### config.mk
export PLATFORM = sky130hd
export DESIGN_NAME = core_top
export DESIGN_NICKNAME = d
export VERILOG_FILES = /design/src/isa_pkg.sv /design/src/pipe_pkg.sv /design/src/fetch_unit.sv /design/src/gpr_file.sv /design/src/decode_unit.sv /design/src/issue_unit.sv /design/src/exec_unit.sv /design/src/core_top.sv
export VERILOG_INCLUDE_DIRS = /design/src /design/src/src
export SDC_FILE = /design/constraint.sdc
export NUM_CORES = 2
export LEC_CHECK = 0
export BUFFER_PORTS_ARGS = -buffer_cell sky130_fd_sc_hd__buf_2
export CORE_UTILIZATION = 40
export DETAILED_ROUTE_END_ITERATION = 7
export PLACE_DENSITY = 0.58
export SYNTH_ARGS = -nofsm -noshare
export SYNTH_HDL_FRONTEND = slang
export SYNTH_HIERARCHICAL = 1
export SYNTH_SLANG_ARGS = --single-unit
### constraint.sdc
create_clock -name clock -period 12.4 [get_ports clock]
set_clock_uncertainty 0.1 [all_clocks]
set_input_delay 0.62 -clock clock [delete_from_list [all_inputs] [get_ports clock]]
set_output_delay 0.62 -clock clock [all_outputs]
set_load 0.01 [all_outputs]
### src/core_settings.svh
/*
 * Core-wide settings
 * Reset PC, word width, register count and register index width
 */
`ifndef CORE_SETTINGS_SVH
`define CORE_SETTINGS_SVH

`define RESET_PC   32'h0000_0000  // First fetch address
`define XLEN       32             // Data and address width
`define NUM_REGS   32             // General purpose registers
`define REG_ADDR_W 5              // Bits to index NUM_REGS

`endif

### src/isa_pkg.sv
/*
 * RV32I instruction set types
 * Word and register index types, opcode map,
 * ALU operations and branch conditions
 */
`default_nettype none
`include "core_settings.svh"

package isa_pkg;

  typedef logic [`XLEN-1:0]       word_t;      // Data and address word
  typedef logic [`REG_ADDR_W-1:0] reg_addr_t;  // GPR index

  typedef enum logic [6:0] {
    OPC_OP     = 7'b0110011,  // Register-register ALU
    OPC_OP_IMM = 7'b0010011,  // Register-immediate ALU
    OPC_LUI    = 7'b0110111,
    OPC_AUIPC  = 7'b0010111,
    OPC_JAL    = 7'b1101111,
    OPC_JALR   = 7'b1100111,
    OPC_BRANCH = 7'b1100011
  } opcode_e;

  typedef enum logic [3:0] {
    ALU_ADD, ALU_SUB, ALU_AND, ALU_OR, ALU_XOR,
    ALU_SLT, ALU_SLTU, ALU_SLL, ALU_SRL, ALU_SRA,
    ALU_PASS_B                                   // LUI result is the immediate
  } alu_op_e;

  typedef enum logic [2:0] {
    BR_NONE, BR_EQ, BR_NE, BR_LT, BR_GE, BR_LTU, BR_GEU,
    BR_JUMP                                      // JAL and JALR
  } br_cond_e;

endpackage

`default_nettype wire

### src/pipe_pkg.sv
/*
 * Pipeline register layouts
 * IF/ID, ID/IS, IS/EX and the writeback bundle
 */
`default_nettype none

package pipe_pkg;
  import isa_pkg::*;

  typedef struct packed {
    logic      valid;
    word_t     pc;
    word_t     instr;
  } if_id_t;

  typedef struct packed {
    logic      valid;
    word_t     pc;
    reg_addr_t rd;
    logic      rd_we;      // Never set for x0
    word_t     rs1_val;
    word_t     rs2_val;
    word_t     imm;
    logic      a_sel_pc;   // A operand is the PC
    logic      b_sel_imm;  // B operand is the immediate
    alu_op_e   alu_op;
    br_cond_e  br_cond;
    logic      link;       // Writes pc+4
    logic [1:0] fwd_is;    // Bit 0 rs1, bit 1 rs2
    logic [1:0] fwd_ex;    // Same order
  } id_is_t;

  typedef struct packed {
    logic      valid;
    word_t     pc;
    reg_addr_t rd;
    logic      rd_we;
    word_t     op_a;
    word_t     op_b;
    word_t     rs1_val;    // Raw values for branch compare
    word_t     rs2_val;
    word_t     imm;
    alu_op_e   alu_op;
    br_cond_e  br_cond;
    logic      link;
    logic [1:0] fwd_ex;
  } is_ex_t;

  typedef struct packed {
    logic      valid;      // Write rd this cycle
    reg_addr_t rd;
    word_t     data;
    word_t     pc;
  } wb_t;

endpackage

`default_nettype wire

### src/fetch_unit.sv
/*
 * Fetch stage
 * Program counter with redirect and the IF/ID register
 */
`default_nettype none
`timescale 1ns/1ns
`include "core_settings.svh"

module fetch_unit import isa_pkg::*, pipe_pkg::*; (
  input  logic   clock,
  input  logic   reset,
  input  logic   redirect,   // Taken transfer from execute
  input  word_t  target,
  output word_t  ins_addr,
  input  word_t  ins_data,   // Same-cycle answer from memory
  output if_id_t if_id
);

  word_t pc;

  assign ins_addr = pc;

  always_ff @(posedge clock) begin
    if (reset) pc <= `RESET_PC;
    else if (redirect) pc <= target;          // Resolved in execute
    else pc <= pc + word_t'(4);               // Always predict not-taken
  end

  always_ff @(posedge clock) begin
    if_id.valid <= !(reset || redirect);      // Kill the youngest slot
    if_id.pc    <= pc;
    if_id.instr <= ins_data;
  end

  // The PC stays on a word boundary, redirects included
  a_pc_aligned: assert property (@(posedge clock) disable iff (reset)
    pc[1:0] == 2'b00)
    else $error("PC not word aligned pc=%h", pc);

endmodule

`default_nettype wire

### src/gpr_file.sv
/*
 * General purpose register file
 * 32 x 32, two async read ports, one write port from writeback
 */
`default_nettype none
`timescale 1ns/1ns
`include "core_settings.svh"

module gpr_file import isa_pkg::*, pipe_pkg::*; (
  input  logic      clock,
  input  logic      reset,
  input  reg_addr_t rs1,
  input  reg_addr_t rs2,
  output word_t     rs1_data,
  output word_t     rs2_data,
  input  wb_t       wb            // Writeback bundle
);

  word_t regs [`NUM_REGS];

  always_ff @(posedge clock) begin
    if (reset) begin
      for (int i = 0; i < `NUM_REGS; i++) begin
        regs[i] <= '0;
      end
    end else if (wb.valid && (wb.rd != '0)) begin
      regs[wb.rd] <= wb.data;     // x0 stays zero
    end
  end

  assign rs1_data = (rs1 == '0) ? '0 : regs[rs1];  // Hardwired zero
  assign rs2_data = (rs2 == '0) ? '0 : regs[rs2];

endmodule

`default_nettype wire

### src/decode_unit.sv
/*
 * Decode stage
 * Opcode and funct decode, immediates, forward select generation,
 * distance-3 forward muxes and the ID/IS register
 */
`default_nettype none
`timescale 1ns/1ns

module decode_unit import isa_pkg::*, pipe_pkg::*; (
  input  logic      clock,
  input  logic      reset,
  input  if_id_t    if_id,
  output reg_addr_t rs1,
  output reg_addr_t rs2,
  input  word_t     rs1_data,
  input  word_t     rs2_data,
  input  wb_t       wb,
  input  logic      redirect,
  output id_is_t    id_is
);

  function automatic alu_op_e alu_sel(input logic [2:0] f3, input logic alt, input logic is_op);
    case (f3)
      3'b000:  alu_sel = (is_op && alt) ? ALU_SUB : ALU_ADD;  // No SUBI
      3'b001:  alu_sel = ALU_SLL;
      3'b010:  alu_sel = ALU_SLT;
      3'b011:  alu_sel = ALU_SLTU;
      3'b100:  alu_sel = ALU_XOR;
      3'b101:  alu_sel = alt ? ALU_SRA : ALU_SRL;
      3'b110:  alu_sel = ALU_OR;
      default: alu_sel = ALU_AND;
    endcase
  endfunction

  function automatic logic fwd_hit(input reg_addr_t src, input logic we, input reg_addr_t dst);
    fwd_hit = we && (src == dst) && (src != '0);
  endfunction

  opcode_e   opc;
  logic [2:0] funct3;
  reg_addr_t rd;
  word_t     imm_i, imm_u, imm_b, imm_j, imm;
  logic      known, writes, uses_rs1, uses_rs2, a_sel_pc, b_sel_imm, link;
  alu_op_e   alu_op;
  br_cond_e  br_cond;
  logic      d2_we;          // Mirror of IS/EX valid and rd_we
  reg_addr_t d2_rd;
  logic [1:0] hit_d1, hit_d2, hit_d3;

  assign opc    = opcode_e'(if_id.instr[6:0]);
  assign funct3 = if_id.instr[14:12];
  assign rd     = if_id.instr[11:7];
  assign rs1    = if_id.instr[19:15];  // To GPR read ports
  assign rs2    = if_id.instr[24:20];

  // ----------------------------------------------------------
  // Immediates
  assign imm_i = {{20{if_id.instr[31]}}, if_id.instr[31:20]};
  assign imm_u = {if_id.instr[31:12], 12'b0};
  assign imm_b = {{19{if_id.instr[31]}}, if_id.instr[31], if_id.instr[7],
                  if_id.instr[30:25], if_id.instr[11:8], 1'b0};
  assign imm_j = {{11{if_id.instr[31]}}, if_id.instr[31], if_id.instr[19:12],
                  if_id.instr[20], if_id.instr[30:21], 1'b0};

  always_comb begin
    known = 1'b1;
    writes = 1'b0;
    uses_rs1 = 1'b0;
    uses_rs2 = 1'b0;
    a_sel_pc = 1'b0;
    b_sel_imm = 1'b0;
    link = 1'b0;
    imm = imm_i;
    alu_op = ALU_ADD;
    br_cond = BR_NONE;
    case (opc)
      OPC_OP: begin
        writes = 1'b1;
        uses_rs1 = 1'b1;
        uses_rs2 = 1'b1;
        alu_op = alu_sel(funct3, if_id.instr[30], 1'b1);
      end
      OPC_OP_IMM: begin
        writes = 1'b1;
        uses_rs1 = 1'b1;
        b_sel_imm = 1'b1;
        alu_op = alu_sel(funct3, if_id.instr[30], 1'b0);  // Bit 30 only picks SRAI
      end
      OPC_LUI: begin
        writes = 1'b1;
        b_sel_imm = 1'b1;
        imm = imm_u;
        alu_op = ALU_PASS_B;
      end
      OPC_AUIPC: begin
        writes = 1'b1;
        a_sel_pc = 1'b1;
        b_sel_imm = 1'b1;
        imm = imm_u;
      end
      OPC_JAL: begin
        writes = 1'b1;
        link = 1'b1;
        a_sel_pc = 1'b1;     // ALU forms pc+imm as target
        b_sel_imm = 1'b1;
        imm = imm_j;
        br_cond = BR_JUMP;
      end
      OPC_JALR: begin
        writes = 1'b1;
        link = 1'b1;
        uses_rs1 = 1'b1;
        b_sel_imm = 1'b1;    // ALU forms rs1+imm as target
        br_cond = BR_JUMP;
      end
      OPC_BRANCH: begin
        uses_rs1 = 1'b1;
        uses_rs2 = 1'b1;
        imm = imm_b;
        case (funct3)
          3'b000:  br_cond = BR_EQ;
          3'b001:  br_cond = BR_NE;
          3'b100:  br_cond = BR_LT;
          3'b101:  br_cond = BR_GE;
          3'b110:  br_cond = BR_LTU;
          3'b111:  br_cond = BR_GEU;
          default: br_cond = BR_NONE;  // Reserved funct3 falls through
        endcase
      end
      default: known = 1'b0;           // Becomes a bubble
    endcase
  end

  // ----------------------------------------------------------
  // Forward selects for register-sourced operands only
  assign hit_d1[0] = uses_rs1 && fwd_hit(rs1, id_is.valid && id_is.rd_we, id_is.rd);
  assign hit_d1[1] = uses_rs2 && fwd_hit(rs2, id_is.valid && id_is.rd_we, id_is.rd);
  assign hit_d2[0] = uses_rs1 && fwd_hit(rs1, d2_we, d2_rd);
  assign hit_d2[1] = uses_rs2 && fwd_hit(rs2, d2_we, d2_rd);
  assign hit_d3[0] = uses_rs1 && fwd_hit(rs1, wb.valid, wb.rd);
  assign hit_d3[1] = uses_rs2 && fwd_hit(rs2, wb.valid, wb.rd);

  always_ff @(posedge clock) begin
    d2_we <= !(reset || redirect) && id_is.valid && id_is.rd_we;  // Follows IS/EX
    d2_rd <= id_is.rd;
  end

  always_ff @(posedge clock) begin
    id_is.valid     <= !(reset || redirect) && if_id.valid && known;
    id_is.pc        <= if_id.pc;
    id_is.rd        <= rd;
    id_is.rd_we     <= writes && (rd != '0);
    id_is.rs1_val   <= hit_d3[0] ? wb.data : rs1_data;  // Distance 3 resolved here
    id_is.rs2_val   <= hit_d3[1] ? wb.data : rs2_data;
    id_is.imm       <= imm;
    id_is.a_sel_pc  <= a_sel_pc;
    id_is.b_sel_imm <= b_sel_imm;
    id_is.alu_op    <= alu_op;
    id_is.br_cond   <= br_cond;
    id_is.link      <= link;
    id_is.fwd_is    <= hit_d2;
    id_is.fwd_ex    <= hit_d1;
  end

  // Only the known opcode arms of the decode table may set writes
  a_unknown_no_write: assert property (@(posedge clock) disable iff (reset)
    (if_id.valid && !known) |=> !id_is.rd_we)
    else $error("Unknown opcode set rd_we rd=%h", id_is.rd);

endmodule

`default_nettype wire

### src/issue_unit.sv
/*
 * Issue stage
 * Distance-2 forward muxes, A/B operand select and the IS/EX register
 */
`default_nettype none
`timescale 1ns/1ns

module issue_unit import isa_pkg::*, pipe_pkg::*; (
  input  logic   clock,
  input  logic   reset,
  input  id_is_t id_is,
  input  wb_t    wb,          // Only the data is used here
  input  logic   redirect,
  output is_ex_t is_ex
);

  word_t rs1_val;
  word_t rs2_val;
  word_t op_a;
  word_t op_b;

  // ----------------------------------------------------------
  // Forward from writeback for the instruction two ahead
  assign rs1_val = id_is.fwd_is[0] ? wb.data : id_is.rs1_val;
  assign rs2_val = id_is.fwd_is[1] ? wb.data : id_is.rs2_val;

  assign op_a = id_is.a_sel_pc  ? id_is.pc  : rs1_val;  // AUIPC and JAL
  assign op_b = id_is.b_sel_imm ? id_is.imm : rs2_val;  // OP-IMM, LUI, jumps

  always_ff @(posedge clock) begin
    is_ex.valid   <= !(reset || redirect) && id_is.valid;  // Flush second slot
    is_ex.pc      <= id_is.pc;
    is_ex.rd      <= id_is.rd;
    is_ex.rd_we   <= id_is.rd_we;
    is_ex.op_a    <= op_a;
    is_ex.op_b    <= op_b;
    is_ex.rs1_val <= rs1_val;       // Kept raw for the compare
    is_ex.rs2_val <= rs2_val;
    is_ex.imm     <= id_is.imm;
    is_ex.alu_op  <= id_is.alu_op;
    is_ex.br_cond <= id_is.br_cond;
    is_ex.link    <= id_is.link;
    is_ex.fwd_ex  <= id_is.fwd_ex;
  end

endmodule

`default_nettype wire

### src/exec_unit.sv
/*
 * Execute stage
 * Distance-1 forward muxes, ALU, branch resolution,
 * writeback value select and the EX/WB register
 */
`default_nettype none
`timescale 1ns/1ns

module exec_unit import isa_pkg::*, pipe_pkg::*; (
  input  logic   clock,
  input  logic   reset,
  input  is_ex_t is_ex,
  input  wb_t    wb_fwd,      // Previous result for forwarding
  output wb_t    wb_out,      // EX/WB register
  output logic   redirect,
  output word_t  target
);

  word_t op_a, op_b, rs1_val, rs2_val, alu_res;
  logic  cond;

  // Decode only sets fwd_ex bits for register-sourced operands
  assign op_a    = is_ex.fwd_ex[0] ? wb_fwd.data : is_ex.op_a;
  assign op_b    = is_ex.fwd_ex[1] ? wb_fwd.data : is_ex.op_b;
  assign rs1_val = is_ex.fwd_ex[0] ? wb_fwd.data : is_ex.rs1_val;
  assign rs2_val = is_ex.fwd_ex[1] ? wb_fwd.data : is_ex.rs2_val;

  // ----------------------------------------------------------
  // ALU
  always_comb begin
    case (is_ex.alu_op)
      ALU_ADD:    alu_res = op_a + op_b;
      ALU_SUB:    alu_res = op_a - op_b;
      ALU_AND:    alu_res = op_a & op_b;
      ALU_OR:     alu_res = op_a | op_b;
      ALU_XOR:    alu_res = op_a ^ op_b;
      ALU_SLT:    alu_res = word_t'($signed(op_a) < $signed(op_b));
      ALU_SLTU:   alu_res = word_t'(op_a < op_b);
      ALU_SLL:    alu_res = op_a << op_b[4:0];  // Low five bits only
      ALU_SRL:    alu_res = op_a >> op_b[4:0];
      ALU_SRA:    alu_res = word_t'($signed(op_a) >>> op_b[4:0]);
      ALU_PASS_B: alu_res = op_b;
      default:    alu_res = '0;
    endcase
  end

  always_comb begin
    case (is_ex.br_cond)
      BR_EQ:   cond = (rs1_val == rs2_val);
      BR_NE:   cond = (rs1_val != rs2_val);
      BR_LT:   cond = ($signed(rs1_val) < $signed(rs2_val));
      BR_GE:   cond = ($signed(rs1_val) >= $signed(rs2_val));
      BR_LTU:  cond = (rs1_val < rs2_val);
      BR_GEU:  cond = (rs1_val >= rs2_val);
      BR_JUMP: cond = 1'b1;
      default: cond = 1'b0;             // Not a transfer
    endcase
  end

  assign redirect = is_ex.valid && cond;
  assign target = (is_ex.br_cond == BR_JUMP) ? (alu_res & ~word_t'(1))  // Jumps use ALU sum
                                             : (is_ex.pc + is_ex.imm);

  always_ff @(posedge clock) begin
    wb_out.valid <= !reset && is_ex.valid && is_ex.rd_we;
    wb_out.rd    <= is_ex.rd;
    wb_out.data  <= is_ex.link ? (is_ex.pc + word_t'(4)) : alu_res;  // Link value
    wb_out.pc    <= is_ex.pc;
  end

  // The slot behind a taken transfer reaches execute as a bubble
  a_redirect_flush: assert property (@(posedge clock) disable iff (reset)
    redirect |=> !is_ex.valid)
    else $error("Valid instruction followed a redirect pc=%h", is_ex.pc);

endmodule

`default_nettype wire

### src/core_top.sv
/*
 * RV32I five-stage core top level
 * Fetch, decode with GPR file, issue and execute stages
 */
`default_nettype none
`timescale 1ns/1ns

module core_top import isa_pkg::*, pipe_pkg::*; (
  input  logic      clock,
  input  logic      reset,
  output word_t     ins_addr,     // Instruction memory address
  input  word_t     ins_data,     // Word at ins_addr, same cycle
  output logic      wb_valid,
  output reg_addr_t wb_rd,
  output word_t     wb_data,
  output word_t     wb_pc
);

  if_id_t    if_id;
  id_is_t    id_is;
  is_ex_t    is_ex;
  wb_t       wb;               // Shared writeback and forward bus
  reg_addr_t rs1, rs2;
  word_t     rs1_data, rs2_data;
  logic      redirect;
  word_t     target;

  fetch_unit u_fetch (
    .clock(clock), .reset(reset), .redirect(redirect), .target(target),
    .ins_addr(ins_addr), .ins_data(ins_data), .if_id(if_id)
  );

  gpr_file u_gpr (
    .clock(clock), .reset(reset), .rs1(rs1), .rs2(rs2),
    .rs1_data(rs1_data), .rs2_data(rs2_data), .wb(wb)
  );

  decode_unit u_decode (
    .clock(clock), .reset(reset), .if_id(if_id), .rs1(rs1), .rs2(rs2),
    .rs1_data(rs1_data), .rs2_data(rs2_data), .wb(wb),
    .redirect(redirect), .id_is(id_is)
  );

  issue_unit u_issue (
    .clock(clock), .reset(reset), .id_is(id_is), .wb(wb),
    .redirect(redirect), .is_ex(is_ex)
  );

  exec_unit u_exec (
    .clock(clock), .reset(reset), .is_ex(is_ex), .wb_fwd(wb), .wb_out(wb),
    .redirect(redirect), .target(target)
  );

  assign wb_valid = wb.valid;   // Retirement view
  assign wb_rd    = wb.rd;
  assign wb_data  = wb.data;
  assign wb_pc    = wb.pc;

endmodule

`default_nettype wire

Word level (Yosys, flattened, before mapping). Memories as Yosys holds them, arrays and structs flattened. A register that Yosys moved wholly into a read port is not among the register bits. Index checks and enable logic that the tools add are counted.

Register bits: 526. Bits in latches: 0. RAM bits: 1024. Bits in read-only memories: 0. Bits of input ports: 34. Output and inout bits: 102. Logic and storage cells: 181. Memories kept: 1.

Memories: u_gpr.regs (words 32, bits a word 32, read ports 2, clocked after Yosys merged registers in 2, write ports 32, line gpr_file.sv:19) `` word_t regs [`NUM_REGS]; ``.

$add $sub $neg: 5. Multiply operators: 0. Div/mod/pow operators: 0. Order comparisons: 6. Equality and inequality tests: 39. Shift operators: 3. Multiplexer cells: 40. Bitwise operators: 3. Reductions and logical operators: 48.

Operator list (number): two-way mux 32 bit (16); case mux 32 bit (11 select lines) (1); less-than comparator 32 bit (4); case mux 31 bit (3 select lines) (1); adder 32 x 3 -> 32 bit, second input constant (2); adder 32 bit (2); >= comparator 32 bit (2); case mux 4 bit (7 select lines) (2); bitwise AND 32 bit (1); == test 32 bit (1); != test 32 bit (1); bitwise OR 32 bit (1); OR reduction 32 bit (1); left shift 32 x 5 -> 32 bit (1); >> shifter 32 x 5 -> 32 bit (1); >>> shifter 32 x 5 -> 32 bit (1); subtractor 32 bit (1); bitwise XOR 32 bit (1); == test 5 bit (6); logical AND 1 bit (28); == test 3 bit, second input constant (8); == test 7 bit, second input constant (3); nonzero test 5 bit (4); case mux 3 bit (6 select lines) (1); 23 further kinds (54).

Depth between registers and ports, before layout.
Word-level depth: 8. Mapped depth: 21. Gate-level depth less buffers: 17.

Hierarchy. Netlist, hierarchy kept.

Modules (own cells, without submodules): gpr_file (instances 1, cells an instance 3502, area an instance 54253.3 µm²); exec_unit (instances 1, cells an instance 2073, area an instance 14991.9 µm²); issue_unit (instances 1, cells an instance 354, area an instance 6038.3 µm²); decode_unit (instances 1, cells an instance 390, area an instance 5149.9 µm²); fetch_unit (instances 1, cells an instance 285, area an instance 3047.9 µm²).

Worst setup path after synthesis. No wires, ideal clock.

Path kind: register to register. From: register, netlist name u_issue/is_ex[1]. To: register u_fetch.pc[17], in the netlist u_fetch/ins_addr[17]. Library setup time: 0.091 ns. Arrival: 5.452 ns. Path slack: 6.757 ns. Stages on the path, launching flop included: 21. Buffers on the path: 6. Clock period less this slack: 5.643 ns. Path through: dfxtp_1 buf_4 buf_1 buf_1 clkbuf_1 mux2i_1 ha_1 a21o_1 a21oi_1 nor2b_1 o21ai_0 nand2b_1 a211oi_1 o21ai_0 a2111oi_0 o21ai_0 a211oi_1 inv_1 buf_1 clkbuf_1 a311oi_1.

Cells in the longest elaborated chain, start to end: 5.

RTL lines: two-way mux 32 bit (*) (line exec_unit.sv:26) `assign rs2_val = is_ex.fwd_ex[1] ? wb_fwd.data : is_ex.rs2_val;`; >= comparator 32 bit, or another cell as far along (line exec_unit.sv:54) `BR_GEU: cond = (rs1_val >= rs2_val);`; case mux 1 bit (7 select lines) (*) (line exec_unit.sv:48) `case (is_ex.br_cond)`; logical AND 1 bit (*) (line exec_unit.sv:60) `assign redirect = is_ex.valid && cond;`; named net redirect (line core_top.sv:25) `logic redirect;`; two-way mux 32 bit (*) (line fetch_unit.sv:25) `else if (redirect) pc <= target;`; end signal: assignment (line fetch_unit.sv:24) `` if (reset) pc <= `RESET_PC; ``; end signal: assignment (line fetch_unit.sv:25); end signal: assignment (line fetch_unit.sv:26) `else pc <= pc + word_t'(4);`; end: declaration (line fetch_unit.sv:19) `word_t pc;`.

Mark *: on every way through the listed nets, which the timed path passes. The rest lies on a longest branch. A chain may end at the register's enable or synchronous reset.

Worst setup path in the final report.
From: register, netlist name u_issue/is_ex[0]. To: register u_fetch.pc[28], in the netlist u_fetch/ins_addr[28].

Cells in the longest elaborated chain, start to end: 5.

RTL lines: two-way mux 32 bit (*) (line exec_unit.sv:23) `assign op_a = is_ex.fwd_ex[0] ? wb_fwd.data : is_ex.op_a;`; subtractor 32 bit, or another cell as far along (line exec_unit.sv:33) `ALU_SUB: alu_res = op_a - op_b;`; case mux 32 bit (11 select lines) (*) (line exec_unit.sv:31) `case (is_ex.alu_op)`; two-way mux 32 bit (*) (line exec_unit.sv:61) `assign target = (is_ex.br_cond == BR_JUMP) ? (alu_res & ~word_t'(1))`; named net target[28] (line core_top.sv:26) `word_t target;`; two-way mux 32 bit (*) (line fetch_unit.sv:25).

Marks and branches as above.

==> metrics.txt <==
status finished, final reports clean; FF-to-FF End u_fetch/ins_addr[28]; xor and xnor fraction of the mapped netlist area 0.01259; share of synthesized cell area in and, or, nand and nor gates 0.1287; core region area between 200000 and 250000 um2; Endpoint, Worst Hold u_decode/id_is[117]; Adder-Cell Fraction of Synth Area 0.02605; Area contributors post-synth sky130_fd_sc_hd__edfxtp_1, sky130_fd_sc_hd__mux4_2, sky130_fd_sc_hd__dfxtp_1; Critical Path Sink Type flip-flop; pre-CTS worst setup slack approximately 6.4 ns; Worst VDD drop roughly 0.13 mV; leading cell type in the layout, fill and taps excluded sky130_fd_sc_hd__edfxtp_1; area added between synthesis and finish 11.01%; worst relative slew slack 0.05045; overall die height between 400 and 500 um; most common flop cell mapped by yosys sky130_fd_sc_hd__edfxtp_1; per-cell via count in the routed design ~6.4; kind of start point of the critical path flip-flop; Synth Cell Area approximately 83000 um2; largest family of logic cells by synthesized area multiplexers; DR DRC count 0; detailed-routing iteration count for the pre-antenna-repair pass 8; FF-to-FF setup slack approximately 6.2 ns; Crit Path Category reg -> reg; vias in the first global route between 50000 and 60000; fraction of layout instances using a drive strength above 1 0.2246; RSZ-0062 raised after global routing false; worst reg-to-reg path cell count 17; antenna violation net count after detailed routing 0; highest-count cells in the layout ignoring fill and taps sky130_fd_sc_hd__edfxtp_1, sky130_fd_sc_hd__and2_1, sky130_fd_sc_hd__dfxtp_1; master cell of the clock root buffer sky130_fd_sc_hd__clkbuf_16; CTS tree done; HPWL after detailed placement 216500 um; Data arrival, critical path 6.86 ns; Worst Setup SP u_issue/is_ex[0]; Reg-to-Reg Start u_issue/is_ex[0]; GPL Wtd Cong approximately 1.0; count of port buffers added during placement roughly 140; worst hold path type reg -> reg; met1 Use GR 0.4023; post-synthesis async set-or-reset flop share 0; power density relative to cell area 155.0 nW/um2; initial antenna violation count 36; first-pass GRT wire length around 460000 um; critical-path maximum fanout 46; share of power burned in registers 0.444; register bit count reported by yosys 1555; final critical delay including setup and external delays about 6.2 ns; mean post-synth cell area around 13 um2; CTS max path bufs 3; average routed wire per standard cell around 35 um; number of primary I/O pins ~140; initial core utilization 0.4027; Clock Power Share 0.357; source-to-sink clock delay at the later pin of the worst-skew pair roughly 0.83 ns; HP Start u_fetch/if_id[33]; met3 Use GR 0.07451; number of enable flip-flop cells after synthesis about 1000; Yosys top cell by area sky130_fd_sc_hd__edfxtp_1; Power Internal slightly below 10 mW; maximum number of pins on one net before global-route repair 90; count of distinct cell types in the synthesized netlist 106; switch share 0.3256; sequential area share after synthesis 0.4957; fraction of synthesized area in multiplexers 0.2140; clock buffer count from CTS 170; most crowded layer after global routing met2; number of vias after detailed routing approximately 61000; clock-pin transition on the worst setup and hold timing paths roughly 0.06 ns; compound-gate portion of the synthesized area 0.08267; setup TNS 0 ns; DRT Wirelength ~330000 um; H-tree level count 4; met2 usage in global routing 0.4837; global route overflow 0; Comb pwr share 0.199; total number of nets in the final design 6790; Least-Margin Pin Slew approximately 1.4 ns; fraction of synthesized cell area taken by the top area cell type 0.3683; highest clock rate 0.1602 GHz; post-synthesis instance total between 6000 and 7000; global-route total usage across every layer 0.3112; total number of yosys warnings 6; die footprint approximately 210000 um2; Net Sw Power 4.678 mW; die width 458.8 um; number of cells on the worst hold path 0; Slew Viols, Final 0; final count of hold timing violations 0; Static Leak around 35 nW; Sinks on Clock Net approximately 1600; first-iteration detailed-routing DRC count 8784; final setup margin a little over 6 ns; Req. time, crit path between 10 and 15 ns; part of the cycle the worst path needs 0.5034; number of gates given a new drive strength after cts 0; max-capacitance violation count 0; Placement Rows around 170; Setup violations, final 0
-- worst max-delay path by stage --
stage | to | slack (ns) | cells after the start
floorplan | u_fetch/ins_addr[17] | 6.76 | 20
detailed placement | u_fetch/ins_addr[30] | 6.38 | 17
global placement | u_fetch/ins_addr[30] | 6.41 | 17
global route | u_fetch/ins_addr[28] | 5.96 | 17
CTS | u_fetch/ins_addr[28] | 6.33 | 17
finish | u_fetch/ins_addr[28] | 6.16 | 17
-- logic make-up (layout without fill, tap and decap cells) --
group	after synthesis	after routing
AO/OA/AOI/OAI	995	995
buffers and inverters	713	806
AND/OR/NAND/NOR	1926	1926
multiplexers	1122	1122
adder cells (fa/ha/maj)	172	172
other	1	48
flip-flops	1555	1555
XOR/XNOR	120	120
-- area by class of cell --
cell class	instances	area (um2)
sequential	1555	41460
antenna	16	40.04
multi-input combinational	4367	39090
tap	2788	3488
inverter	132	495.5
fill	18730	114600
clock inverter	95	872.1
timing repair buffer	358	2495
clock buffer	221	4742
-- sequential cells by signal (all words and copies together) (netlist names) --
name,count
u_decode/d2_rd,5
u_fetch/ins_addr,32
u_gpr/regs,1024
u_issue/is_ex,209
u_fetch/if_id,65
u_exec/wb_out,70
u_decode/id_is,149
u_decode/d2_we,1
-- cell usage after synthesis, types with 145 or more instances --
library cell and number:
sky130_fd_sc_hd__a21oi_1 181, sky130_fd_sc_hd__and2_1 1003, sky130_fd_sc_hd__clkbuf_1 361, sky130_fd_sc_hd__dfxtp_1 531, sky130_fd_sc_hd__edfxtp_1 1024, sky130_fd_sc_hd__ha_1 169
sky130_fd_sc_hd__mux2_2 180, sky130_fd_sc_hd__mux2i_1 367, sky130_fd_sc_hd__mux4_2 473, sky130_fd_sc_hd__nand2_1 221, sky130_fd_sc_hd__nor2_1 274, sky130_fd_sc_hd__o21ai_0 145
-- routing by layer --
layer  share of wire  vias up
met1            0.38    30740
met5         0.00019        -
met2            0.45     4163
li1                -    24770
met4           0.062        8
met3            0.11      890
-- metrics by stage --
stage | area, um2 | power, mW | util | hold slack (ns) | instances
2_1_floorplan | 83600 | 7.883 | - | 0.2096 | 6635
3_3_place_gp | 86690 | 9.245 | 0.4183 | 0.2105 | 9167
3_5_place_dp | 86690 | 9.250 | 0.4183 | 0.2132 | 9167
4_1_cts | 92630 | 14.34 | 0.4469 | 0.2081 | 9515
5_1_grt | 92640 | 14.77 | 0.4469 | 0.2159 | 9518
6_report | 92680 | 14.37 | 0.4471 | 0.2058 | 9532
-- worst max-delay path: stages, from the launching register on --
cell and delay (ns):
sky130_fd_sc_hd__dfxtp_4 0.55, sky130_fd_sc_hd__buf_4 0.69, sky130_fd_sc_hd__mux2i_1 0.43, sky130_fd_sc_hd__inv_1 0.15, sky130_fd_sc_hd__ha_1 0.28, sky130_fd_sc_hd__fa_1 0.48
sky130_fd_sc_hd__a211o_1 0.30, sky130_fd_sc_hd__a211o_1 0.37, sky130_fd_sc_hd__a2111oi_2 0.80, sky130_fd_sc_hd__o31ai_1 0.29, sky130_fd_sc_hd__a41oi_1 0.32, sky130_fd_sc_hd__a2111oi_0 0.14
sky130_fd_sc_hd__a21oi_1 0.19, sky130_fd_sc_hd__xnor2_1 0.09, sky130_fd_sc_hd__o21ai_1 0.25, sky130_fd_sc_hd__mux2_2 0.21, sky130_fd_sc_hd__nor2_1 0.04, sky130_fd_sc_hd__a311oi_1 0.30
-- power groups by stage --
stage / sequential (mW) / combinational (mW) / clock (mW)
after floorplan: 6.11 / 1.77 / 0
after CTS: 6.37 / 2.79 / 5.18
after global placement: 6.47 / 2.78 / 0
final: 6.38 / 2.86 / 5.13
after detailed placement: 6.48 / 2.77 / 0
after global routing: 6.41 / 2.98 / 5.38
-- repair_timing --
item / in CTS / in global routing
buffers inserted: 0 / 0
endpoints found under the setup margin: 0 / 0
endpoints found under the hold margin: 32 / 0
hold buffers: 32 / 0
Note: power is estimated with default switching activity, not from simulation.
